## src/hw/maze_rows.hex

```
// one 28-bit wall mask per line, row 0 first; bit j set means column j is a wall
0000000
0000000
0000000
FFFFFFF
8006001
BDF6FBD
BDF6FBD
BDF6FBD
8000001
BD9F9BD
BD9F9BD
8186181
FD861BF
0D801B0
0D9F9B0
FC1083F
0010800
FC1F83F
0D801B0
0DBFFB0
FDBFFBF
8006001
BDF6FBD
BDF6FBD
8E00071
ED9F9B7
ED9F9B7
8186181
BFF6FFD
BFF6FFD
8000001
FFFFFFF
0000000
0000000
0000000
0000000

```

## src/common/maze_pkg.sv

```systemverilog
package maze_pkg;

	// board geometry, rows top to bottom
	localparam int BOARD_ROWS = 36;
	// columns left to right
	localparam int BOARD_COLS = 28;

	// enough bits to index 36 rows
	localparam int ROW_ADDR_W = 6;
	// one tile code per board cell
	localparam int TILE_W = 8;

	// layout table, one 28-bit wall mask per line, row 0 first
	localparam string MAZE_FILE = "/design/src/hw/maze_rows.hex";

	// a single tile code
	typedef logic [TILE_W-1:0] tile_t;

	// index of one board row
	typedef logic [ROW_ADDR_W-1:0] row_addr_t;

	// wall mask of one row
	// bit j set means column j is a wall
	typedef logic [BOARD_COLS-1:0] row_mask_t;

	// tile codes used by the layout
	// everything that is not a wall is open path
	localparam tile_t TILE_PATH = tile_t'(0);
	localparam tile_t TILE_WALL = tile_t'(1);

	// full board, indexed [row][col]
	// 36 x 28 x 8 = 8064 bits
	typedef tile_t [BOARD_ROWS-1:0][BOARD_COLS-1:0] board_t;

	// one row on its way from the layout table to the board
	// valid high means write it at the next edge
	typedef struct packed {
		logic      valid;
		row_addr_t row;
		row_mask_t mask;
	} row_wr_t;

	// reload sequencing
	// DRAIN waits for the last record to land in the board
	typedef enum logic [1:0] {
		IDLE  = 2'd0,
		LOAD  = 2'd1,
		DRAIN = 2'd2
	} load_state_t;

endpackage
```

## src/hw/row_counter.sv

```systemverilog
`timescale 1ns/1ps

module row_counter import maze_pkg::*; (
	input  logic      i_clk,
	input  logic      i_rst_n,

	// zero the address, start of a sweep
	input  logic      i_clear,
	// advance one row
	input  logic      i_step,

	// current row address
	output row_addr_t o_row,
	// address is the final board row
	output logic      o_last_row
);

	// last index of a sweep
	// the only place that knows how many rows a reload covers
	localparam row_addr_t LAST_ROW = row_addr_t'(BOARD_ROWS - 1);

	// row address register
	row_addr_t row_q;
	// next address
	row_addr_t row_d;

	// clear wins over step
	// the FSM never raises both, but a new sweep must start at 0
	always_comb begin
		row_d = row_q;
		if (i_clear) begin
			row_d = '0;
		end else if (i_step) begin
			row_d = row_q + row_addr_t'(1);
		end
	end

	always_ff @(posedge i_clk or negedge i_rst_n) begin
		if (!i_rst_n) begin
			row_q <= '0;
		end else begin
			row_q <= row_d;
		end
	end

	assign o_row = row_q;

	// high during the cycle the last row is being read
	// the FSM leaves LOAD on the edge that ends this cycle
	assign o_last_row = (row_q == LAST_ROW);

endmodule

```

## config.mk

```make
export PLATFORM = sky130hd
export DESIGN_NAME = row_counter
export DESIGN_NICKNAME = d
export VERILOG_FILES = /design/src/common/maze_pkg.sv /design/src/hw/row_counter.sv
export SDC_FILE = /design/constraint.sdc
export NUM_CORES = 1
export LEC_CHECK = 0
export ABC_AREA = 1
export BUFFER_PORTS_ARGS = -buffer_cell sky130_fd_sc_hd__clkbuf_2
export CORE_AREA = 8 8 45 47
export CTS_BUF_LIST = sky130_fd_sc_hd__clkbuf_8
export DETAILED_ROUTE_END_ITERATION = 10
export DIE_AREA = 0 0 53 55
export HOLD_SLACK_MARGIN = 0.02
export PLACE_DENSITY_LB_ADDON = 0.05
export SETUP_SLACK_MARGIN = 0.4
export SLEW_MARGIN = 10
export SYNTH_ARGS = -nofsm -noshare
export SYNTH_HDL_FRONTEND = slang
export SYNTH_SLANG_ARGS = --single-unit
```

## constraint.sdc

```tcl
create_clock -name i_clk -period 2.6 [get_ports i_clk]
set_input_delay 0 -clock i_clk [delete_from_list [all_inputs] [get_ports i_clk]]
set_output_delay 0 -clock i_clk [all_outputs]
set_load 0.02 [all_outputs]
```

Yosys cells after proc, flatten, opt, wreduce, memory -nomap -nowiden
Index checks and enable logic that the tools add are counted.
- shift operators: 0
- equal/unequal tests: 1
- bitwise operators: 0
- reductions and logical operators: 1
- add/subtract/negate cells: 1
- multiply operators: 0
- divide/modulo/power cells: 0
- multiplexer cells: 2
- $lt $le $gt $ge: 0
- operators by type and width (operator ; count):
    6-bit 2-to-1 mux ; 2
    6-bit by 1-bit adder with 6-bit output, second input constant ; 1
    6-bit equality test, second input constant ; 1
    2-bit nonzero test ; 1
- bits in read-only memories: 0
- bits in latches: 0
- bits in registers: 6
- bits of input ports: 4
- logic and storage cells: 6
- output and inout bits: 7
- memories: 0
- bits in writable memories: 0

Longest topological paths before layout
- depth after elaboration: 3
- gate-level depth with buffers: 6
- depth with buffers taken out: 6

Worst setup path before layout
Ideal clock, no wire load.
- path type: register to output
- start point: register row_q[0] (netlist: o_row[0])
- end point: output o_last_row
- path slack: 1275 ps
- path buffers: 0
- required time: 2600 ps
- data arrival time: 1325 ps
- cell stages (with the launch flop): 4
- cell sequence: dfrtp_1 > ha_1 > inv_1 > nor3_1
- cells in the longest elaborated chain, start to end: 1
- ends and longest elaborated chain (element ; RTL line ; RTL):
    start: declaration ; row_counter.sv:23 ; row_addr_t row_q;
    start signal: assignment ; row_counter.sv:42 ; row_q <= row_d;
    6-bit equality test ; row_counter.sv:50 ; assign o_last_row = (row_q == LAST_ROW);
    end: declaration ; row_counter.sv:15 ; output logic o_last_row
Every way passes these cells.

Worst setup path in the final report
Ends and elaborated chain as after synthesis.

==> flow_metrics.py <==
metrics = {
    "worst_setup_path": {
        "cpMaxStageDelayCell": "dfrtp_1",
        "cp.arrival_ns": 1.37,
        "rr_worst_depth": 4,
        "path_max_fanout": 6,
        "cp_slowest_stage_delay_ns": 0.43,
        "path_cells": "ha_1 -> inv_1 -> nor3_1 -> clkbuf_2",
        "end_kind": "output port",
        "crit_type": "reg -> out",
        "startpoint_type": "flip-flop",
        "cp.required_ns": 2.60,
    },
    "synth": {
        "synth_compound_area_frac": 0.0417,
        "yosys-top-cells-area": "dfrtp_1 (42%), nand4_1 (8.7%), inv_1 (8.3%)",
        "yosys_warnings": 0,
        "syn_inst": 46,
        "synth-seq-cells": 6,
        "yosysUniqueCellTypes": 14,
        "synth_fa_ha_area_frac": 0.0347,
        "syn-num-nets": 51,
        "synth_top_area_share": 0.417,
        "synth_xor_area_frac": 0.0243,
        "avgSynthCellArea_um2": 7.83,
        "synth_flop_cell": "dfrtp_1",
        "yosys-top-cells-count": "inv_1 (8), nand2_1 (8), dfrtp_1 (6), nand4_1 (5), nand3_1 (4)",
        "syn_area_um2": 360,
        "synth_top_family_by_area": "simple AND/OR/NAND/NOR gates",
        "synth-seq-area-share": 0.417,
        "synth_edf_count": 0,
        "synthSimpleGateAreaFrac": 0.378,
        "synth_largest_area_cell": "dfrtp_1",
        "synth_mux_area_frac": 0,
        "async_flop_share": 1.00,
    },
    "sta": {
        "timing.hold.ws_ns": 0.115,
        "clock_skew_ns": 0.00108,
        "drv_slew": 0,
        "hold_violations": 0,
        "worstMarginPinSlew_ns": 0.229,
        "finalSetupViolCount": 0,
        "tns_ns": 0,
        "rsz0062_at_grt": "false",
        "min_period_ns": 1.37,
        "fmax_ghz": 0.728,
        "layout_worst_path_cycle_share": 0.528,
        "maxSlewHeadroom": 0.847,
    },
    "cts": {
        "insertion_delay_ns": 0.22,
        "cts_sinks": 6,
        "cts_buffer_depth": 2,
        "htree_num_levels": 1,
        "path_clk_slew_ns": 0.03,
        "numCtsBuffers": 3,
        "cts_root_buf": "clkbuf_8",
        "cts_tree": "built",
        "post-cts-setup-buffers": 0,
    },
    "floorplan": {
        "dieArea_um2": 2920,
        "num_rows": 14,
        "start_util": 0.260,
        "fp.dieH_um": 55,
        "die_x_um": 53,
        "core-area_um2": 1380,
        "io_pins": 11,
    },
    "global_routing": {
        "grtUsageTotal": 0.0736,
        "grt_max_degree": 8,
        "antenna_found_initial": 0,
        "overflow": 0,
        "grt_pass1_vias": 337,
        "grt_pass1_wl_um": 1490,
    },
    "power": {
        "p_int_uw": 208,
        "seqPwrFrac": 0.379,
        "switching_share": 0.233,
        "power_leakage_nw": 0.250,
        "clockPowerShare": 0.511,
        "switchingPower_uw": 63.1,
        "pwr-share-comb": 0.110,
        "total_power_uw": 271,
        "irDropWorstVdd_mv": 0.278,
        "p_per_area_nw_per_um2": 551,
    },
    "cells_and_area": {
        "drive_gt1_frac": 0.295,
        "antennaDiodeCount": 0,
        "multi_input_area_um2": 173,
        "largest_reg_flops": 6,
        "final-seq-area_um2": 150,
        "final_util": 0.355,
        "fillCellCount": 149,
        "nets": 68,
        "area_growth_pct": 36.5,
    },
    "flow_run": {
        "maxCapViolCount": 0,
    },
    "place": {
        "portBuffers": 10,
        "place.gp.congestion": 0.763,
    },
    "routing": {
        "wl_per_cell_um": 11.5,
        "avgViaCountPerCell": 4.69,
        "drtIter0Drc": 19,
        "drc": 0,
        "vias": 361,
        "dr.pass1.iters": 4,
        "antenna_left": 0,
        "wl_um": 883,
    },
    "min_path": {
        "hp-class": "in -> reg",
        "hold_depth": 3,
    },
    "outcome": {
        "outcome": "finished, final reports clean",
    },
}
-- per-stage QoR --
| stage | instance area (µm²) | worst slack, ns | std cells |
|---|---|---|---|
| finish | 492 | 1.23 | 77 |
| global route | 492 | 1.15 | 77 |
| CTS | 492 | 1.22 | 77 |
| detailed placement | 430 | 1.47 | 72 |
| global placement | 430 | 1.45 | 72 |
| floorplan | 360 | 1.27 | 46 |
-- metal layers --
metal / GRT usage / wire length [µm] / up-vias / share of wire
li1: - / - / 184 / -
met1: 0.0755 / 358 / 156 / 0.41
met2: 0.0977 / 381 / 16 / 0.43
met3: 0.0374 / 103 / 5 / 0.12
met4: 0.0905 / 40 / 0 / 0.045
met5: 0 / 0 / - / 0
-- cell families after synthesis --
family	Yosys count
XOR/XNOR	1
AO/OA/AOI/OAI	3
AND/OR/NAND/NOR	25
buffers and inverters	10
adder cells (fa/ha/maj)	1
flip-flops	6
-- path summary, 6_finish.rpt --
check	from	slack, ns	to
worst min-delay path	i_step	0.12	o_row[1]$_DFFE_PN0P_
worst max register to register	o_row[0]$_DFFE_PN0P_	1.46	o_row[2]$_DFFE_PN0P_
worst max-delay path	o_row[0]$_DFFE_PN0P_	1.23	o_last_row
max in group asynchronous	i_rst_n	2.31	o_row[4]$_DFFE_PN0P_
worst min register to register	o_row[1]$_DFFE_PN0P_	0.57	o_row[1]$_DFFE_PN0P_
min in group asynchronous	i_rst_n	0.14	o_row[1]$_DFFE_PN0P_
-- area by class of cell --
type	instances	share of cell area
Tap cell	16	0.0407
Multi-Input combinational cell	30	0.351
Clock buffer	3	0.0840
Sequential cell	6	0.305
Timing Repair Buffer	12	0.142
Inverter	10	0.0763
-- what timing repair did --
action / CTS / global route
hold endpoints to repair: 7 / 0
resized for setup: 0 / 0
hold buffers: 2 / 0
setup endpoints to repair: 0 / 0
-- layout by cell type, fill, tap and decap left out, drive strengths merged, types with 2 or more instances in the layout --
cell / count
nand4: 5
dfrtp: 6
o21ai: 2
nor3: 3
dlygate4sd3: 2
nand3: 5
clkbuf: 13
nor2: 4
nand2: 8
inv: 10
-- critical path, delay by kind of cell (launching register included) --
kind	cells	cell delay, ns
buffers and inverters	2	0.27
flip-flops	1	0.43
adder cells (fa/ha/maj)	1	0.26
AND/OR/NAND/NOR	1	0.19
-- power groups by stage --
stage / Combinational (mW) / Clock (mW) / Sequential (mW)
2_1_floorplan: 0.0116 / 0 / 0.107
3_3_place_gp: 0.0293 / 0 / 0.104
3_5_place_dp: 0.0278 / 0 / 0.104
4_1_cts: 0.0303 / 0.142 / 0.103
5_1_grt: 0.0330 / 0.148 / 0.104
6_report: 0.0297 / 0.139 / 0.103
Power figures use the tool's default switching activity.
