==> config.mk <==
export PLATFORM = sky130hd
export DESIGN_NAME = reload_fsm
export DESIGN_NICKNAME = d
export VERILOG_FILES = /design/src/common/maze_pkg.sv /design/src/hw/reload_fsm.sv
export SDC_FILE = /design/constraint.sdc
export NUM_CORES = 1
export LEC_CHECK = 0
export ABC_AREA = 1
export BUFFER_PORTS_ARGS = -buffer_cell sky130_fd_sc_hd__buf_4
export CAP_MARGIN = 20
export CORE_AREA = 2 2 39 41
export CTS_BUF_LIST = sky130_fd_sc_hd__clkbuf_8 sky130_fd_sc_hd__clkbuf_16
export DETAILED_ROUTE_END_ITERATION = 10
export DIE_AREA = 0 0 41 43
export GPL_ROUTABILITY_DRIVEN = 1
export GPL_TIMING_DRIVEN = 0
export PLACE_DENSITY = 0.39
export SLEW_MARGIN = 20
export SYNTH_ARGS = -nofsm -noshare
export SYNTH_HDL_FRONTEND = slang
export SYNTH_SLANG_ARGS = --single-unit
==> constraint.sdc <==
create_clock -name i_clk -period 2 [get_ports i_clk]
set_input_delay 0.3 -clock i_clk [delete_from_list [all_inputs] [get_ports i_clk]]
set_output_delay 0.3 -clock i_clk [all_outputs]
set_load 0.02 [all_outputs]
==> src/hw/maze_rows.hex <==
// one 28-bit wall mask per line, row 0 first; bit j set means column j is a wall
0000000
0000000
0000000
FFFFFFF
8006001
BDF6FBD
BDF6FBD
BDF6FBD
8000001
BD9F9BD
BD9F9BD
8186181
FD861BF
0D801B0
0D9F9B0
FC1083F
0010800
FC1F83F
0D801B0
0DBFFB0
FDBFFBF
8006001
BDF6FBD
BDF6FBD
8E00071
ED9F9B7
ED9F9B7
8186181
BFF6FFD
BFF6FFD
8000001
FFFFFFF
0000000
0000000
0000000
0000000

==> src/common/maze_pkg.sv <==
package maze_pkg;

	// board geometry, rows top to bottom
	localparam int BOARD_ROWS = 36;
	// columns left to right
	localparam int BOARD_COLS = 28;

	// enough bits to index 36 rows
	localparam int ROW_ADDR_W = 6;
	// one tile code per board cell
	localparam int TILE_W = 8;

	// layout table, one 28-bit wall mask per line, row 0 first
	localparam string MAZE_FILE = "/design/src/hw/maze_rows.hex";

	// a single tile code
	typedef logic [TILE_W-1:0] tile_t;

	// index of one board row
	typedef logic [ROW_ADDR_W-1:0] row_addr_t;

	// wall mask of one row
	// bit j set means column j is a wall
	typedef logic [BOARD_COLS-1:0] row_mask_t;

	// tile codes used by the layout
	// everything that is not a wall is open path
	localparam tile_t TILE_PATH = tile_t'(0);
	localparam tile_t TILE_WALL = tile_t'(1);

	// full board, indexed [row][col]
	// 36 x 28 x 8 = 8064 bits
	typedef tile_t [BOARD_ROWS-1:0][BOARD_COLS-1:0] board_t;

	// one row on its way from the layout table to the board
	// valid high means write it at the next edge
	typedef struct packed {
		logic      valid;
		row_addr_t row;
		row_mask_t mask;
	} row_wr_t;

	// reload sequencing
	// DRAIN waits for the last record to land in the board
	typedef enum logic [1:0] {
		IDLE  = 2'd0,
		LOAD  = 2'd1,
		DRAIN = 2'd2
	} load_state_t;

endpackage
==> src/hw/reload_fsm.sv <==
`timescale 1ns/1ps

module reload_fsm import maze_pkg::*; (
	input  logic i_clk,
	input  logic i_rst_n,

	// one-cycle reload request
	// only honoured in IDLE
	input  logic i_reload,
	// counter is at the final row
	input  logic i_last_row,

	// zero the row counter
	output logic o_clear,
	// advance the row counter
	output logic o_step,
	// read the layout table
	output logic o_rd,
	// board holds a complete layout
	output logic o_reload_done
);

	// FSM state
	load_state_t state_q;
	load_state_t state_d;

	// done level
	logic done_q;
	logic done_d;

	// sweep in progress
	logic in_load;

	// next state and done level
	// IDLE   waits for a request
	// LOAD   one row read per cycle, 36 cycles
	// DRAIN  last record lands in the board
	always_comb begin
		state_d = state_q;
		done_d  = done_q;
		o_clear = 1'b0;
		case (state_q)
			IDLE: begin
				if (i_reload) begin
					// accept, restart the sweep at row 0
					state_d = LOAD;
					done_d  = 1'b0;
					o_clear = 1'b1;
				end
			end
			LOAD: begin
				// last row read at the edge ending this cycle
				if (i_last_row) begin
					state_d = DRAIN;
				end
			end
			DRAIN: begin
				// row 35 is written on the same edge
				// so done and the full board appear together
				state_d = IDLE;
				done_d  = 1'b1;
			end
			default: begin
				state_d = IDLE;
			end
		endcase
	end

	always_ff @(posedge i_clk or negedge i_rst_n) begin
		if (!i_rst_n) begin
			state_q <= IDLE;
			done_q  <= 1'b0;
		end else begin
			state_q <= state_d;
			done_q  <= done_d;
		end
	end

	// step and read are levels for the whole of LOAD
	assign in_load = (state_q == LOAD);
	assign o_step  = in_load;
	assign o_rd    = in_load;

	// done straight from its register
	assign o_reload_done = done_q;

endmodule

**After elaboration in Yosys (flattened, before gate mapping)**

Index checks and enable logic that the tools add are counted.

- Register bits: 3
- Word-level logic and storage cells: 17
- Output and inout port bits: 4

- Reductions and logical operators: 4
- Mux-type cells: 7
- Eq/ne operators: 4

Operator list:

| kind | count |
|---|---|
| $mux W2 | 2 |
| $ne A2 B2 Y1 const B | 2 |
| $pmux W2 S2 | 1 |
| $reduce_and A2 Y1 | 2 |
| $mux W1 | 3 |
| $eq A2 B1 Y1 const B | 1 |
| $eq A2 B2 Y1 const B | 1 |
| $logic_not A2 Y1 | 1 |
| $pmux W1 S2 | 1 |
| $reduce_bool A2 Y1 | 1 |

**Longest topological paths before layout**

Gate-level depths: netlist of run 1.

- Word-level depth: 3
- Mapped depth: 5
- Depth with buffers taken out: 5

**Worst setup path after synthesis of run 1**

OpenSTA, ideal clock, no wires.

- Path kind: register to output
- Start: register state_q[1]
- End: output o_step
- Data required time: 1.700 ns
- Path slack: 0.857 ns
- Stages on the path, launching flop included: 5
- Arrival time: 0.843 ns
- Cell sequence: dfrtp_1 -> inv_1 -> nand2_1 -> inv_1 -> buf_4

- Cells in the longest elaborated chain, start to end: 1

RTL lines:

| item | line | source |
|---|---|---|
| from (decl) | reload_fsm.sv:24 | `load_state_t state_q;` |
| from (signal assigned) | reload_fsm.sv:74 | `state_q <= state_d;` |
| $eq A2 B1 Y1 | reload_fsm.sv:80 | `assign in_load = (state_q == LOAD);` |
| to (decl) | reload_fsm.sv:16 | `output logic o_step,` |

Every way passes these cells.

**Worst setup path after layout of run 1**

Same ends and word-level chain as after synthesis.

==> results of run 1 <==
## metal layers
metal | vias to the layer above | share of wire (%)
met3 | 0 | 3.5
met4 | 0 | 0
met1 | 66 | 27
met2 | 1 | 69
met5 | - | 0
li1 | 75 | -
## Yosys cell counts (all sizes together)
master,n,share of area (%)
buf,1,5.0
dfrtp,3,50
inv,7,18
nand2,5,14
nor2,2,6.7
o21ai,1,5.9
## path summary, 6_finish.rpt
| kind | endpoint | cells past startpoint | slack [ns] |
|---|---|---|---|
| setup / recovery | o_step | 5 | 0.63 |
| hold / removal | state_q[0] | 2 | 0.27 |
| setup reg to reg | o_reload_done | 4 | 1.21 |
| hold reg to reg | o_reload_done | 4 | 0.54 |
| max in group asynchronous | state_q[1] | 2 | 1.49 |
| min in group asynchronous | state_q[0] | 2 | 0.41 |
## power by group
part	leakage [nW]	switching, mW	internal [mW]
Sequential	0.0386	0.0126	0.0799
Combinational	0.101	0.0767	0.0640
Clock	0.0269	0.0376	0.130
## final cells by class
type / instances / area [sq um]
clock buffers: 3 / 41.29
clock inverters: 1 / 3.754
fillers: 160 / 1107
plain buffers: 1 / 7.507
inverters: 7 / 26.28
well taps: 16 / 20.02
multi-input cells: 8 / 40.04
flip-flops and latches: 3 / 75.07
repair buffers: 8 / 62.56
## flip-flops by register name, summed over array words and instances, names as in the netlist
| register | count |
|---|---|
| o_reload_done | 1 |
| state_q | 2 |
## kinds of logic (layout without fill, tap and decap cells)
family / count (synthesis) / in the layout / synth area share [%]
buffers and inverters: 8 / 20 / 22.69
AO/OA/AOI/OAI: 1 / 1 / 5.883
AND/OR/NAND/NOR: 7 / 7 / 21.01
flip-flops: 3 / 3 / 50.42
## what timing repair did
item | in CTS | in global routing
hold endpoints to repair | 3 | 0
gates resized for setup | 0 | 0
hold buffers | 1 | 0
==> flow_summary.yaml, run 1 <==
route:
  wire_per_inst_um: 6.085
  drtIter0Drc: 1
  routed_wl_um: 286
  drtPass1Iterations: 2
  vias: 142
  antenna_left: 0
  drcViolationCount: 0
  viasPerCell: 3.021
worst_setup_path:
  path_cells: "inv_1 -> nand2_1 -> inv_1 -> buf_4 -> buf_4"
  crit_required_ns: 1.70
  rr_startpoint: "state_q[0]"
  cp_max_fo: 3
  startpoint: "state_q[1]"
  critPathBufInv: 4
  critPathArrivalTime_ns: 1.07
  cp_top_family: "buffers and inverters"
  path_class: "flip-flop to output pin"
  worstSetupEndpointType: "output pin"
  cpPeakStageDelay_ns: 0.36
  slowest_stage: "dfrtp_1"
  start_kind: "flip-flop"
timing:
  setup_tns_ns: 0
  min_period_over_period_pct: 68.33
  finalHoldWorstSlack_ns: 0.2676
  timing.final.ws_setup_ns: 0.6334
  report.final.slew_viol_count: 0
  finalHoldViolations: 0
  clock_skew_ns: 0.001405
  setup_violations: 0
  finalCriticalPeriod_ns: 1.367
  tightest_slew_ns: 0.1252
  rsz0062_at_grt: "no"
  max_freq_mhz: 731.7
  slew_headroom_pct: 91.63
power_and_ir_drop:
  power.total_mw: 0.4014
  leakagePower_nw: 0.1669
  power.density_mw_per_mm2: 1452
  peakVddDrop_uv: 350.9
floorplanning:
  fp.dieW_um: 41
  die_h_um: 43
  start_util_pct: 10.76
  die_area_sq_mm: 0.001763
  ios: 8
  row_count: 14
  fp.coreArea_sq_mm: 0.001384
finish:
  n_antenna_cell: 0
  drive_above_1_share_pct: 45.16
  final_cells: 47
  most-common-layout-cells: "inv_1 (8), buf_4 (8), nand2_1 (4)"
  fin_area_sq_um: 276.5
  final_util_pct: 19.98
  syn2layout_area_growth_pct: 85.71
  layout.nets: 36
place:
  post-place-ws_ns: 0.8501
  port_buffers: 7
  dpl-instance-area_sq_um: 221.5
  post-place-cells: 42
  routabilityCongestion: 0.5973
  place_hpwl_um: 228.4
synth:
  synthesis.instances: 19
  ys_types: 8
  synth-seq-area-share_pct: 50.42
  synth.avg_cell_area_sq_um: 7.836
  yosys_warnings: 0
  syn_area_sq_um: 148.9
  synth_fp_nets: 23
  ys_seq_elements: 3
clocking:
  tritoncts: "built"
  clockBufferDepth: 2
  cts_setup_buffers: 0
  root_buffer: "clkbuf_8"
  clock-sinks: 3
  clk_pin_slew_ns: 0.03
  clk_latency_ns: 0.21
  cts_buffers: 3
  h-tree-depth: 1
grt:
  gr-usage-all-layers_pct: 4.935
  grt_pass1_wl_um: 517
  antenna_found_initial: 0
  grt_max_degree: 4
  met2_usage_pct: 6.563
  grt_pass1_vias: 145
  met3_usage_pct: 3.141
  grtUsageMet1_pct: 4.221
  grt_overflow: 0
  busiest_layer: "met2"
worst_hold_path:
  hold_class: "input pin to flip-flop"
  hp-start: "i_last_row"
run_status:
  status: "completed"
flow_run:
  drv_cap: 0
No activity file was read; power rests on OpenSTA's default activity.
==> run 2, diff against run 1 <==
- ABC_AREA: 1 -> 0
- clock period: 2 -> 1.2 ns (I/O delays scaled with it)
==> flow_summary.yaml, run 2 <==
grt:
  grt_overflow: 0
  gr-usage-all-layers_pct: 5.936
  grt_pass1_wl_um: 614
  grt_max_degree: 4
  antenna_found_initial: 0
  grt_pass1_vias: 150
synth:
  syn_area_sq_um: 138.9
  synth-seq-area-share_pct: 54.05
  synth_flop_cell: "dfrtp_1"
  synth_edf_count: 0
  yosysTopAreaCell: "dfrtp_1"
  ys_types: 10
  synthTopCellsByArea: "dfrtp_1 (54%), nand2b_4 (9.9%), a22o_1 (6.3%), nor2b_2 (6.3%), buf_4 (5.4%)"
  yosys_warnings: 0
  synth_most_common_cell: "dfrtp_1"
  synthesis.instances: 12
  synth_fp_nets: 16
  synth.avg_cell_area_sq_um: 11.57
  yosysTopAreaCellShare_pct: 54.05
  synthArstFlopShare_pct: 100.0
  ys_seq_elements: 3
clocking:
  h-tree-depth: 1
  clock-sinks: 3
  clk_pin_slew_ns: 0.03
  clk_latency_ns: 0.22
  root_buffer: "clkbuf_8"
  tritoncts: "built"
  clockBufferDepth: 2
  cts_buffers: 3
power_and_ir_drop:
  leakagePower_nw: 0.1587
  power.total_mw: 0.7171
  peakVddDrop_uv: 534.0
  power.density_mw_per_mm2: 2320
flow_run:
  drv_cap: 0
finish:
  layout.nets: 32
  most-common-layout-cells: "buf_4 (9), clkbuf_8 (3), dfrtp_1 (3)"
  top_register: "state_q"
  largest_reg_flops: 2
  syn2layout_area_growth_pct: 122.5
  drive_above_1_share_pct: 62.96
  n_antenna_cell: 0
  num-fill-cells: 156
  final_common_cell: "buf_4"
  final_cells: 43
floorplanning:
  die_area_sq_mm: 0.001763
  ios: 8
  row_count: 14
  fp.dieW_um: 41
  fp.coreArea_sq_mm: 0.001384
  start_util_pct: 10.04
  die_h_um: 43
worst_setup_path:
  critPathArrivalTime_ns: 0.99
  rr_startpoint: "state_q[0]"
  reg2reg_depth: 4
  timing.rr.end: "o_reload_done"
  startpoint: "state_q[0]"
  path_class: "flip-flop to output pin"
  cp_max_fo: 3
  crit_required_ns: 1.02
  worstSetupEndpointType: "output pin"
  start_kind: "flip-flop"
  rrSetupSlack_ns: 0.28
  critPathCapture: "o_step"
timing:
  clock_skew_ns: 0.0006391
  finalHoldViolations: 0
  setup_violations: 0
  max_freq_mhz: 854.8
  rsz0062_at_grt: "no"
  report.final.slew_viol_count: 0
  slew_headroom_pct: 91.91
  min_period_over_period_pct: 97.49
  tightest_slew_ns: 0.1214
  finalHoldWorstSlack_ns: 0.1837
  setup_tns_ns: 0
  finalCriticalPeriod_ns: 1.170
route:
  antenna_left: 0
  routed_wl_um: 404
  drcViolationCount: 0
  wire_per_inst_um: 9.395
  drtIter0Drc: 2
  viasPerCell: 3.163
  drtPass1Iterations: 2
  vias: 136
place:
  post-place-cells: 35
  port_buffers: 7
  routabilityCongestion: 0.6353
  place_hpwl_um: 248.3
worst_hold_path:
  hold_class: "input pin to flip-flop"
run_status:
  status: "completed"
run 2: cell types whose count changed in the layout (fill, tap and decap cells not counted), sizes merged:
cell / previous run / this run
a22o: 0 / 1
inv: 8 / 2
buf: 8 / 11
nor2: 2 / 1
a21oi: 0 / 1
and2: 0 / 1
nand2: 5 / 0
nor2b: 0 / 1
nand2b: 0 / 2
o21ai: 1 / 0
run 2: metrics by stage:
step | setup slack [ns] | area, sq um | utilization [%]
after global routing | 0.003290 | 309.0 | 22.33
final | 0.03008 | 309.0 | 22.33
after CTS | 0.007034 | 289.0 | 20.89
after detailed placement | 0.1837 | 211.5 | 15.28
after floorplan | 0.1752 | 138.9 | -
after global placement | 0.2013 | 211.5 | 15.28
run 2: final cells by class:
| type | count | area [sq um] | share of cell area (%) |
|---|---|---|---|
| Clock inverter | 1 | 3.754 | 1.215 |
| Clock buffer | 3 | 41.29 | 13.36 |
| Buffer | 1 | 7.507 | 2.429 |
| Multi-Input combinational cell | 7 | 65.06 | 21.05 |
| Timing Repair Buffer | 11 | 92.59 | 29.96 |
| Inverter | 1 | 3.754 | 1.215 |
| Tap cell | 16 | 20.02 | 6.478 |
| Sequential cell | 3 | 75.07 | 24.29 |
run 2: routing by layer:
layer	global-route usage, %	vias to the layer above	wire length (um)	part of all wire (%)
li1	-	66	-	-
met1	5.178	62	176	44
met2	7.813	8	173	43
met3	3.141	0	54	13
met4	8.000	0	0	0
met5	0	-	0	0
run 2: worst min path at each step:
stage | from | end | slack [ns] | depth (start not counted)
6_report | i_last_row | state_q[1] | 0.18 | 2
2_1_floorplan | i_rst_n | o_reload_done | -0.12 | 0
3_5_place_dp | i_rst_n | o_reload_done | -0.02 | 1
3_3_place_gp | i_rst_n | o_reload_done | -0.03 | 1
4_1_cts | i_last_row | state_q[1] | 0.18 | 2
5_1_grt | i_last_row | state_q[1] | 0.20 | 2
run 2: cell families after synthesis:
group / after synthesis / share of synthesized area, %
AND/OR/NAND/NOR: 5 / 27.93
flip-flops: 3 / 54.05
AO/OA/AOI/OAI: 2 / 9.908
buffers and inverters: 2 / 8.108
run 2: what timing repair did:
item,in CTS,in global routing
resized for setup,2,3
hold buffers,1,0
cloned,0,0
buffers inserted,2,1
endpoints found under the hold margin,3,0
endpoints found under the setup margin,1,2
pin swaps,0,0
run 2: power breakdown:
| group | internal (mW) | switching, mW |
|---|---|---|
| Sequential | 0.130 | 0.0214 |
| Clock | 0.218 | 0.0717 |
| Combinational | 0.155 | 0.121 |
| Total | 0.503 | 0.214 |
run 2: critical path, stage by stage (launching register included):
cell and delay [ns]:
dfrtp_1 0.38, nor2b_4 0.14, buf_4 0.13, buf_6 0.12
